## src/hw/booth_mul_pkg.sv

```systemverilog
package booth_mul_pkg;

  localparam int operand_width_lp = 16;
  localparam int ext_width_lp     = operand_width_lp + 1; // room for the sign or zero bit.
  localparam int num_digits_lp    = 9;
  localparam int pp_width_lp      = ext_width_lp + 2;
  localparam int product_width_lp = 2 * operand_width_lp;
  localparam int latency_lp       = 3;

  // rows land at offsets 0, 2, .. 16, each pp_width_lp wide.
  localparam int acc_width_lp     = 2 * (num_digits_lp - 1) + pp_width_lp + 1;

  typedef logic [operand_width_lp-1:0] operand_t;
  typedef logic [ext_width_lp-1:0]     ext_operand_t;
  typedef logic [2:0]                  sdn_t;
  typedef logic [pp_width_lp-1:0]      pp_t;
  typedef logic [product_width_lp-1:0] product_t;
  typedef logic [acc_width_lp-1:0]     acc_t;

  // bit positions inside one booth digit triplet.
  localparam int sdn_sign_bit_lp    = 2;
  localparam int sdn_double_bit_lp  = 1;
  localparam int sdn_nonzero_bit_lp = 0;

  // every row carries a constant 1 on top and an inverted sign below it,
  // which biases row i by 3 * 2^17 * 4^i.
  // the sum of those biases is 2^17 * (4^n - 1), and this constant is its negation.
  localparam acc_t sign_corr_lp =
    acc_t'((64'd1 << (pp_width_lp - 2))
         - (64'd1 << (pp_width_lp - 2 + 2 * num_digits_lp)));

endpackage
```

## src/hw/booth_mul_top.sv

```systemverilog
`timescale 1ns/1ps

module booth_mul_top
  (input                                clk_i
   , input                              reset_i
   , input                              v_i
   , input  booth_mul_pkg::operand_t    a_i
   , input  booth_mul_pkg::operand_t    b_i
   , input                              signed_i
   , output logic                       v_o
   , output booth_mul_pkg::product_t    product_o
   );

  import booth_mul_pkg::*;

  logic                     rec_v;
  ext_operand_t             multiplicand;
  sdn_t [num_digits_lp-1:0] sdn;

  pp_t  [num_digits_lp-1:0] pp;
  logic [num_digits_lp-1:0] neg;

  logic tree_v;
  acc_t tree_sum, tree_carry;

  // stage 1.
  booth_recoder recoder
    (.clk_i          (clk_i)
     ,.reset_i       (reset_i)
     ,.v_i           (v_i)
     ,.a_i           (a_i)
     ,.b_i           (b_i)
     ,.signed_i      (signed_i)
     ,.v_o           (rec_v)
     ,.multiplicand_o(multiplicand)
     ,.sdn_o         (sdn)
     );

  // one row per booth digit.
  for (genvar i = 0; i < num_digits_lp; i++)
  begin : rof
    booth_pp_row row
      (.sdn_i         (sdn[i])
       ,.multiplicand_i(multiplicand)
       ,.pp_o         (pp[i])
       ,.neg_o        (neg[i])
       );
  end

  // stage 2.
  booth_csa_tree tree
    (.clk_i    (clk_i)
     ,.reset_i (reset_i)
     ,.v_i     (rec_v)
     ,.pp_i    (pp)
     ,.neg_i   (neg)
     ,.v_o     (tree_v)
     ,.sum_o   (tree_sum)
     ,.carry_o (tree_carry)
     );

  // stage 3.
  booth_final_adder adder
    (.clk_i     (clk_i)
     ,.reset_i  (reset_i)
     ,.v_i      (tree_v)
     ,.sum_i    (tree_sum)
     ,.carry_i  (tree_carry)
     ,.v_o      (v_o)
     ,.product_o(product_o)
     );

endmodule

```

## src/hw/booth_final_adder.sv

```systemverilog
`timescale 1ns/1ps

module booth_final_adder
  (input                                clk_i
   , input                              reset_i
   , input                              v_i
   , input  booth_mul_pkg::acc_t        sum_i
   , input  booth_mul_pkg::acc_t        carry_i
   , output logic                       v_o
   , output booth_mul_pkg::product_t    product_o
   );

  import booth_mul_pkg::*;

  acc_t total;

  // carry-propagate add, the full 36-bit result wraps cleanly.
  assign total = sum_i + carry_i;

  always_ff @(posedge clk_i)
  begin
    if (reset_i)
      v_o <= 1'b0;
    else
      v_o <= v_i;
  end

  // low 32 bits match in both modes.
  always_ff @(posedge clk_i)
  begin
    if (v_i)
      product_o <= total[product_width_lp-1:0];
  end

endmodule

```

## src/hw/booth_csa_tree.sv

```systemverilog
`timescale 1ns/1ps

module booth_csa_tree
  (input                                                       clk_i
   , input                                                     reset_i
   , input                                                     v_i
   , input  booth_mul_pkg::pp_t [booth_mul_pkg::num_digits_lp-1:0] pp_i
   , input  [booth_mul_pkg::num_digits_lp-1:0]                 neg_i
   , output logic                                              v_o
   , output booth_mul_pkg::acc_t                               sum_o
   , output booth_mul_pkg::acc_t                               carry_o
   );

  import booth_mul_pkg::*;

  // nine rows plus one vector with the negation bits and the correction.
  localparam int num_ops_lp = num_digits_lp + 1;

  acc_t corr_neg;
  acc_t lvl0 [num_ops_lp];
  acc_t lvl1 [7];
  acc_t lvl2 [5];
  acc_t lvl3 [4];
  acc_t lvl4 [3];
  acc_t sum_n, carry_n;

  function automatic void csa(input acc_t a,
                              input acc_t b,
                              input acc_t c,
                              output acc_t s,
                              output acc_t co);
    s  = a ^ b ^ c;
    co = ((a & b) | (a & c) | (b & c)) << 1;
  endfunction

  // negation bits sit on even positions 0..16, the correction only on odd ones.
  always_comb
  begin
    corr_neg = sign_corr_lp;
    for (int i = 0; i < num_digits_lp; i++)
    begin
      corr_neg[2*i] = neg_i[i];
    end
  end

  // row i shifted by two per booth digit.
  always_comb
  begin
    for (int i = 0; i < num_digits_lp; i++)
    begin
      lvl0[i] = acc_t'(pp_i[i]) << (2 * i);
    end
    lvl0[num_digits_lp] = corr_neg;
  end

  // 10 -> 7.
  always_comb
  begin
    for (int g = 0; g < 3; g++)
    begin
      csa(lvl0[3*g], lvl0[3*g+1], lvl0[3*g+2], lvl1[2*g], lvl1[2*g+1]);
    end
    lvl1[6] = lvl0[9];
  end

  // 7 -> 5.
  always_comb
  begin
    for (int g = 0; g < 2; g++)
    begin
      csa(lvl1[3*g], lvl1[3*g+1], lvl1[3*g+2], lvl2[2*g], lvl2[2*g+1]);
    end
    lvl2[4] = lvl1[6];
  end

  // 5 -> 4.
  always_comb
  begin
    csa(lvl2[0], lvl2[1], lvl2[2], lvl3[0], lvl3[1]);
    lvl3[2] = lvl2[3];
    lvl3[3] = lvl2[4];
  end

  // 4 -> 3.
  always_comb
  begin
    csa(lvl3[0], lvl3[1], lvl3[2], lvl4[0], lvl4[1]);
    lvl4[2] = lvl3[3];
  end

  // 3 -> 2, carries out of bit 35 drop off, the product is taken mod 2^36.
  always_comb
  begin
    csa(lvl4[0], lvl4[1], lvl4[2], sum_n, carry_n);
  end

  always_ff @(posedge clk_i)
  begin
    if (reset_i)
      v_o <= 1'b0;
    else
      v_o <= v_i;
  end

  always_ff @(posedge clk_i)
  begin
    if (v_i)
    begin
      sum_o   <= sum_n;
      carry_o <= carry_n;
    end
  end

endmodule

```

## src/hw/booth_pp_row.sv

```systemverilog
`timescale 1ns/1ps

module booth_pp_row
  (input  booth_mul_pkg::sdn_t         sdn_i
   , input  booth_mul_pkg::ext_operand_t multiplicand_i
   , output booth_mul_pkg::pp_t        pp_o
   , output logic                      neg_o
   );

  import booth_mul_pkg::*;

  localparam int mag_width_lp = ext_width_lp + 1;

  logic                    sign, dbl, nonzero;
  logic [mag_width_lp-1:0] mag;
  logic [mag_width_lp-1:0] x;

  assign sign    = sdn_i[sdn_sign_bit_lp];
  assign dbl     = sdn_i[sdn_double_bit_lp];
  assign nonzero = sdn_i[sdn_nonzero_bit_lp];

  // magnitude select, kept signed over one extra bit so 2x cannot overflow.
  always_comb
  begin
    if (!nonzero)
      mag = '0;
    else if (dbl)
      mag = {multiplicand_i, 1'b0};
    else
      mag = {multiplicand_i[ext_width_lp-1], multiplicand_i};
  end

  // ones' complement for negative digits.
  assign x = mag ^ {mag_width_lp{sign}};

  // the +1 of the two's complement goes to the tree at this row's lsb.
  assign neg_o = sign;

  // constant 1 on top, then the inverted sign, then the low bits.
  assign pp_o = {1'b1, ~x[mag_width_lp-1], x[mag_width_lp-2:0]};

endmodule

```

## src/hw/booth_recoder.sv

```systemverilog
`timescale 1ns/1ps

module booth_recoder
  (input                                                        clk_i
   , input                                                      reset_i
   , input                                                      v_i
   , input  booth_mul_pkg::operand_t                            a_i
   , input  booth_mul_pkg::operand_t                            b_i
   , input                                                      signed_i
   , output logic                                               v_o
   , output booth_mul_pkg::ext_operand_t                        multiplicand_o
   , output booth_mul_pkg::sdn_t [booth_mul_pkg::num_digits_lp-1:0] sdn_o
   );

  import booth_mul_pkg::*;

  ext_operand_t a_ext, b_ext;
  logic [2*num_digits_lp:0] b_win;           // multiplier with implicit zero below bit 0.
  sdn_t [num_digits_lp-1:0] sdn_n;

  // one radix-4 window {y2, y1, y0} into sign, double and nonzero.
  function automatic sdn_t encode(input logic [2:0] w);
    sdn_t d;
    d[sdn_sign_bit_lp]    = w[2] & ~(w[1] & w[0]);   // 111 is a plain zero.
    d[sdn_double_bit_lp]  = (w[2] & ~w[1] & ~w[0]) | (~w[2] & w[1] & w[0]);
    d[sdn_nonzero_bit_lp] = ~((w[2] == w[1]) && (w[1] == w[0]));
    return d;
  endfunction

  assign a_ext = {signed_i & a_i[operand_width_lp-1], a_i};
  assign b_ext = {signed_i & b_i[operand_width_lp-1], b_i};

  // top digit reads one more copy of the extended sign.
  assign b_win = {b_ext[ext_width_lp-1], b_ext, 1'b0};

  always_comb
  begin
    for (int i = 0; i < num_digits_lp; i++)
    begin
      sdn_n[i] = encode(b_win[2*i +: 3]);
    end
  end

  always_ff @(posedge clk_i)
  begin
    if (reset_i)
      v_o <= 1'b0;
    else
      v_o <= v_i;
  end

  always_ff @(posedge clk_i)
  begin
    if (v_i)
    begin
      multiplicand_o <= a_ext;
      sdn_o          <= sdn_n;
    end
  end

endmodule

```

## config.mk

```make
export PLATFORM = sky130hd
export DESIGN_NAME = booth_mul_top
export DESIGN_NICKNAME = d
export VERILOG_FILES = /design/src/hw/booth_mul_pkg.sv /design/src/hw/booth_mul_top.sv /design/src/hw/booth_final_adder.sv /design/src/hw/booth_csa_tree.sv /design/src/hw/booth_pp_row.sv /design/src/hw/booth_recoder.sv
export SDC_FILE = /design/constraint.sdc
export NUM_CORES = 1
export LEC_CHECK = 0
export BUFFER_PORTS_ARGS = -buffer_cell sky130_fd_sc_hd__buf_4
export CAP_MARGIN = 20
export CORE_MARGIN = 3
export CORE_UTILIZATION = 58
export DETAILED_ROUTE_END_ITERATION = 6
export GPL_ROUTABILITY_DRIVEN = 1
export GPL_TIMING_DRIVEN = 0
export PLACE_DENSITY = 0.91
export SLEW_MARGIN = 30
export SYNTH_ARGS = -nofsm -noshare
export SYNTH_HDL_FRONTEND = slang
export SYNTH_SLANG_ARGS = --single-unit
```

## constraint.sdc

```tcl
create_clock -name clk_i -period 4.07 [get_ports clk_i]
set_input_delay 0.814 -clock clk_i [delete_from_list [all_inputs] [get_ports clk_i]]
set_output_delay 0.814 -clock clk_i [all_outputs]
set_load 0.01 [all_outputs]
```

==> results by group, run 1 <==
Outcome
  – Status: finished, violations left
  – Violated checks: negative setup slack

Clock tree
  – Clock slew at reported path FFs: ~0.060 ns
  – TritonCTS buffer count: 17
  – CTS Sinks: 138
  – Clk_lat worst skew: about 0.44 ns
  – CTS tree: done
  – Hold buffer count at cts: 0
  – H-tree levels: 4
  – CTS Root Cell: clkbuf_16
  – Longest Clk Path Bufs: 2

Worst setup path
  – Worst setup EP type: flop
  – Worst r2r path cells: 13
  – CP startpoint: recoder.multiplicand_o[5]
  – Reg2reg end: tree.sum_o[16]
  – Req. time, crit path: between 4 and 5 ns
  – Worst Path Max Fanout: 7
  – CP startpoint kind: flop
  – CP Class: flop to flop
  – Setup slack, reg-to-reg: -0.06 ns
  – Reg-to-reg startpoint: recoder.multiplicand_o[5]
  – CP Data Arrival Time: about 4.3 ns
  – CP endpoint: tree.sum_o[16]

Layout
  – Finished Layout Cells: between 1,500 and 2,000
  – Area Overhead vs Synth: 16.7%
  – Layout Nets: 1,653
  – Ant diodes: 0
  – Share of cells above drive strength 1: 0.271

STA
  – RSZ-0062 raised after global routing: true
  – Least-Margin Pin Slew: 0.784 ns
  – Final Hold Fails: 0
  – Max Freq: 242 MHz
  – Clock Skew: approximately 0.017 ns
  – Final Setup Violations: 1
  – Period utilisation layout: 1.02
  – Period minus WS final: between 4 and 5 ns
  – Rel. slew slack: 0.477
  – Hold slack final: roughly 0.44 ns
  – Fin. max-slew vios: 0
  – Final WS setup: -0.0611 ns
  – Setup TNS: -0.0611 ns

Routing
  – First-pass DRT Iterations: 5
  – Post-route DRC: 0
  – Via count: slightly below 10,000
  – Final ANT Viol Nets: 0
  – Starting DRT DRC Count: roughly 940
  – Routed len/inst: approximately 20 um
  – Vias per cell: 5.58
  – Final wirelength: 34,800 um

Global route
  – Grt ovf: 0
  – Largest net degree at the start of global routing: 58
  – Initial antenna violation count: 0
  – Vias in the first global route: about 10,000
  – First-pass GRT wire length: around 54,000 um
  – Gr usage total: 0.273

Die
  – Die Span Y: roughly 160 um
  – Total core area: 0.0228 mm2
  – I/O pin cnt: between 60 and 70
  – Die X: 159 um
  – Starting Density: 0.594
  – Num rows: 55
  – DIE AREA: 0.0252 mm2

Yosys
  – Sequential element share of the synthesized area: 0.304
  – Synth async-reset ratio: 0
  – Top cell type's share of synthesized area: 0.300
  – Top-count cell post-synth: nand2_1
  – Synth Flop Type: edfxtp_1
  – Yosys warnings: 0
  – Synthesized flop and latch total: about 140
  – Top post-synthesis cells by count: nand2_1, inv_1, xnor2_1
  – Synthesized netlist cell count: between 1,000 and 1,500
  – EDFF count, synth: ~140
  – Area leader, netlist: edfxtp_1
  – Mapped Area: around 0.014 mm2
  – Syn avg cell area: around 11 um2
  – Synth cell types: 54
  – Syn_nets: roughly 1,500
  – Area contributors post-synth: edfxtp_1, fa_1, mux2_2

Hold path
  – Hold crit path type: flop to flop

Placement
  – DP Cell Count: between 1,500 and 2,000
  – Port bufs: between 60 and 70
  – Place WS: -0.595 ns
  – Post-detail-place hpwl: about 25,000 um
  – Routability congestion estimate: between 1 and 1.5

Power and ir drop
  – Lkg Pwr: between 6 and 7 nW
  – Power Total: about 13 mW
  – PwrDens: between 800 and 900 mW/mm2
  – VDD IR max: about 0.42 mV

Job
  – Max-cap violation count: 0
[how the worst min path moves through the flow]
| stage | start | to | slack [ns] | cells after the start |
|---|---|---|---|---|
| 5_1_grt | tree.sum_o[0] | adder.product_o[0] | 0.45 | 0 |
| 4_1_cts | tree.sum_o[0] | adder.product_o[0] | 0.43 | 0 |
| 3_3_place_gp | tree.sum_o[0] | adder.product_o[0] | 0.41 | 0 |
| 3_5_place_dp | tree.sum_o[0] | adder.product_o[0] | 0.41 | 0 |
| 2_1_floorplan | tree.sum_o[0] | adder.product_o[0] | 0.40 | 0 |
| 6_report | tree.sum_o[0] | adder.product_o[0] | 0.44 | 0 |
[cell usage in the layout, fill, tap and decap left out, types with 8 or more instances in the layout]
master	netlist	routed
a21o_1	13	13
a21oi_1	31	31
buf_2	3	10
buf_4	0	123
buf_6	0	12
clkbuf_16	0	19
clkbuf_2	0	14
edfxtp_1	135	135
fa_1	109	106
ha_1	109	108
inv_1	167	161
inv_2	6	12
mux2_2	135	134
nand2_1	182	178
nand2b_1	8	8
nor2_1	28	27
xnor2_1	167	162
xor2_1	24	24
[routing by layer]
| layer | up-vias | wire [um] | GRT usage | share of wire |
|---|---|---|---|---|
| li1 | 4397 | - | - | - |
| met1 | 4624 | 13900 | 0.356 | 0.40 |
| met2 | 498 | 16600 | 0.450 | 0.48 |
| met3 | 105 | 2910 | 0.0517 | 0.084 |
| met4 | 0 | 1360 | 0.113 | 0.039 |
| met5 | - | 0 | 0 | 0 |
[what timing repair did]
action,in CTS,in global routing
hold endpoints to repair,0,0
setup buffers,31,21
gates resized for setup,67,75
pin swaps,2,22
endpoints found under the setup margin,37,19
[flip-flops by register name, indices dropped and copies added (netlist names)]
name                    count
tree.v_o                    1
recoder.v_o                 1
tree.carry_o               28
adder.v_o                   1
adder.product_o            32
recoder.multiplicand_o     17
recoder.sdn_o              26
tree.sum_o                 32
[kinds of logic (layout without fill, tap and decap cells)]
| group | count (synthesis) | after routing | synth area share |
|---|---|---|---|
| xor+xnor | 191 | 191 | 0.124 |
| mux | 135 | 135 | 0.112 |
| fa+ha+maj | 218 | 218 | 0.262 |
| flops | 138 | 138 | 0.304 |
| other cells | 1 | 1 | 0.000277 |
| simple gates | 251 | 251 | 0.0767 |
| compound gates | 92 | 92 | 0.0520 |
| buf+inv | 246 | 385 | 0.0686 |
[cell type report]
class	count	area, um2
well taps	313	392
fillers	1609	7000
clock inverters	14	194
clock buffers	17	425
multi-input cells	888	8560
inverters	173	649
flip-flops and latches	138	4120
repair buffers	121	955
plain buffers	60	487
[report_power, final]
part           total (mW)  switching [mW]  leakage (nW)  internal [mW]
Clock                1.70           0.674         0.297           1.03
Combinational        8.84            5.03          5.27           3.81
Sequential           2.90           0.169          1.28           2.73
[metrics by stage]
| stage | area [um2] | utilization |
|---|---|---|
| 6_report | 15800 | 0.693 |
| 5_1_grt | 15800 | 0.693 |
| 4_1_cts | 15500 | 0.679 |
| 3_5_place_dp | 14500 | 0.636 |
| 3_3_place_gp | 14400 | 0.634 |
| 2_1_floorplan | 13500 | - |
[worst max-delay path, stage by stage (launching register included)]
cell	delay, ns
edfxtp_1	0.45
buf_6	0.18
mux2_2	0.26
nand2_1	0.09
xnor2_1	0.08
fa_1	0.62
inv_2	0.05
fa_1	0.46
fa_1	0.54
inv_1	0.05
fa_1	0.49
inv_1	0.07
fa_1	0.49
inv_1	0.04
Note: power is estimated with default switching activity, not from simulation.
==> run 2, diff against run 1 <==
CORE_UTILIZATION = 60   (was 58)
PLACE_DENSITY = 0.9   (was 0.91)
clock period = 4.7 ns   (was 4.07 ns; I/O delays follow)
==> results by group, run 2 (synthesized netlist as in run 1, its figures left out) <==
Clock tree
  – CTS tree: done
  – CTS Root Cell: clkbuf_16
  – Longest Clk Path Bufs: 2
  – Clock slew at reported path FFs: ~0.07 ns
  – H-tree levels: 4
  – TritonCTS buffer count: 17
  – Hold buffer count at cts: 0
  – Clk_lat worst skew: about 0.45 ns
  – CTS Sinks: ~140
  – Post-CTS Setup Bufs: 0
  – CTS resizes: 7

Layout
  – Leading cell type in the layout, fill and taps excluded: nand2_1
  – Area Overhead vs Synth: 10.9%
  – Design area: 0.0150 mm2
  – Share of cells above drive strength 1: 0.205
  – Ant diodes: 0
  – Largest registers: adder.product_o: 32 flops, tree.sum_o: 32 flops, tree.carry_o: 28 flops
  – Layout Nets: 1,608
  – Most frequent cells in the layout: nand2_1, inv_1, xnor2_1

Hold path
  – Hold crit path type: flop to flop
  – Worst Hold Path Cells: 0

Worst setup path
  – Bufs and invs on worst path: 5
  – Worst setup EP type: flop
  – Req. time, crit path: just under 5 ns
  – CP startpoint kind: flop
  – Setup slack, reg-to-reg: approximately 0.029 ns
  – Crit path depth: 13
  – CP Class: flop to flop
  – CP most frequent cell: fa_1
  – CP top delay family: adder cells
  – CP Data Arrival Time: a little under 5 ns
  – Worst Path Max Fanout: 10
  – CP cell instances: clkbuf_1 > mux2_2 > nand2_1 > xnor2_1 > fa_1 > inv_1 > fa_1 > fa_1 > inv_1 > fa_1 > inv_1 > fa_1 > inv_1
  – Max stage delay on crit path: 0.65 ns
  – Slowest stage cell, crit path: edfxtp_1
  – Worst r2r path cells: 13

STA
  – Max Freq: 214 MHz
  – Period utilisation layout: 0.994
  – RSZ-0062 raised after global routing: false
  – Hold slack final: roughly 0.43 ns
  – Least-Margin Pin Slew: ~0.86 ns
  – Clock Skew: around 0.018 ns
  – Period minus WS final: ~4.7 ns
  – Setup TNS: 0 ns
  – Final Hold Fails: 0
  – Final WS setup: roughly 0.03 ns
  – Fin. max-slew vios: 0
  – Rel. slew slack: 0.427
  – Final Setup Violations: 0

Routing
  – Routed len/inst: roughly 20 um
  – Top Layer Used: met4
  – Vias per cell: about 5.6
  – Starting DRT DRC Count: between 700 and 800
  – First-pass DRT Iterations: 5
  – Post-route DRC: 0
  – Via count: approximately 9,200
  – Final wirelength: roughly 33,000 um
  – Met2 Routed Length: between 15,000 and 20,000 um
  – Final ANT Viol Nets: 0
  – Routed length on met1: 13,700 um
  – WL met3: 2540 um

Die
  – I/O pin cnt: between 60 and 70
  – Die X: between 150 and 200 um
  – DIE AREA: about 0.024 mm2
  – Num rows: 54
  – Die Span Y: around 160 um
  – Starting Density: 0.616
  – Total core area: between 0.02 and 0.025 mm2

Global route
  – Gr usage total: 0.280
  – Largest net degree at the start of global routing: between 50 and 60
  – Initial antenna violation count: 0
  – First-pass GRT wire length: 52,200 um
  – Grt ovf: 0
  – Vias in the first global route: ~9,600

Placement
  – Place WS: -0.0685 ns
  – Port bufs: 68
  – Post-detail-place hpwl: between 20,000 and 25,000 um
  – Routability congestion estimate: slightly above 1
  – Post-DP Area: around 0.014 mm2

Power and ir drop
  – PwrDens: 749 mW/mm2
  – VDD IR max: between 0.3 and 0.4 mV
  – Lkg Pwr: between 6 and 7 nW

Job
  – Max-cap violation count: 0

Outcome
  – Status: completed
## run 2: cell types whose count changed in the layout (fill, tap and decap cells not counted), sizes merged
cell	delta
clkbuf	+24
inv	+2
bufinv	-3
clkinvlp	+4
buf	-69
clkinv	-2
## run 2: cell type report
type | instances | area, um2
fill | 1605 | 6960
inverter | 173 | 649
buffer | 67 | 277
tap | 280 | 350
timing repair buffer | 69 | 538
sequential | 138 | 4120
clock buffer | 17 | 425
clock inverter | 15 | 160
multi-input combinational | 888 | 8480
## run 2: where the power goes
group | leakage [nW] | switching, mW | internal [mW]
sequential | 1.28 | 0.168 | 2.37
combinational | 4.83 | 4.18 | 3.15
clock | 0.267 | 0.623 | 0.748
total | 6.38 | 4.97 | 6.27
## run 2: stage by stage
stage,instances,power (mW),util
final,1647,11.2,0.683
after global routing,1647,12.4,0.683
after CTS,1653,11.2,0.684
after detailed placement,1621,9.75,0.657
after global placement,1620,9.21,0.655
after floorplan,1272,7.68,-
## run 2: routing by layer
layer / up-vias / GRT usage
li1: 4305 / -
met1: 4453 / 0.380
met2: 377 / 0.458
met3: 63 / 0.0541
met4: 0 / 0.0871
met5: - / 0
## run 2: path summary, 6_finish.rpt
kind | to | startpoint
setup / recovery | tree.sum_o[16] | recoder.multiplicand_o[9]
hold / removal | adder.product_o[0] | tree.sum_o[0]
setup reg to reg | tree.sum_o[16] | recoder.multiplicand_o[9]
hold reg to reg | adder.product_o[0] | tree.sum_o[0]
## run 2: worst register-to-register path, stage by stage (launching register included)
cell and delay [ns]:
edfxtp_1 0.65, clkbuf_1 0.52, mux2_2 0.28, nand2_1 0.08, xnor2_1 0.17, fa_1 0.58
inv_1 0.09, fa_1 0.46, fa_1 0.52, inv_1 0.05, fa_1 0.47, inv_1 0.05
fa_1 0.48, inv_1 0.04
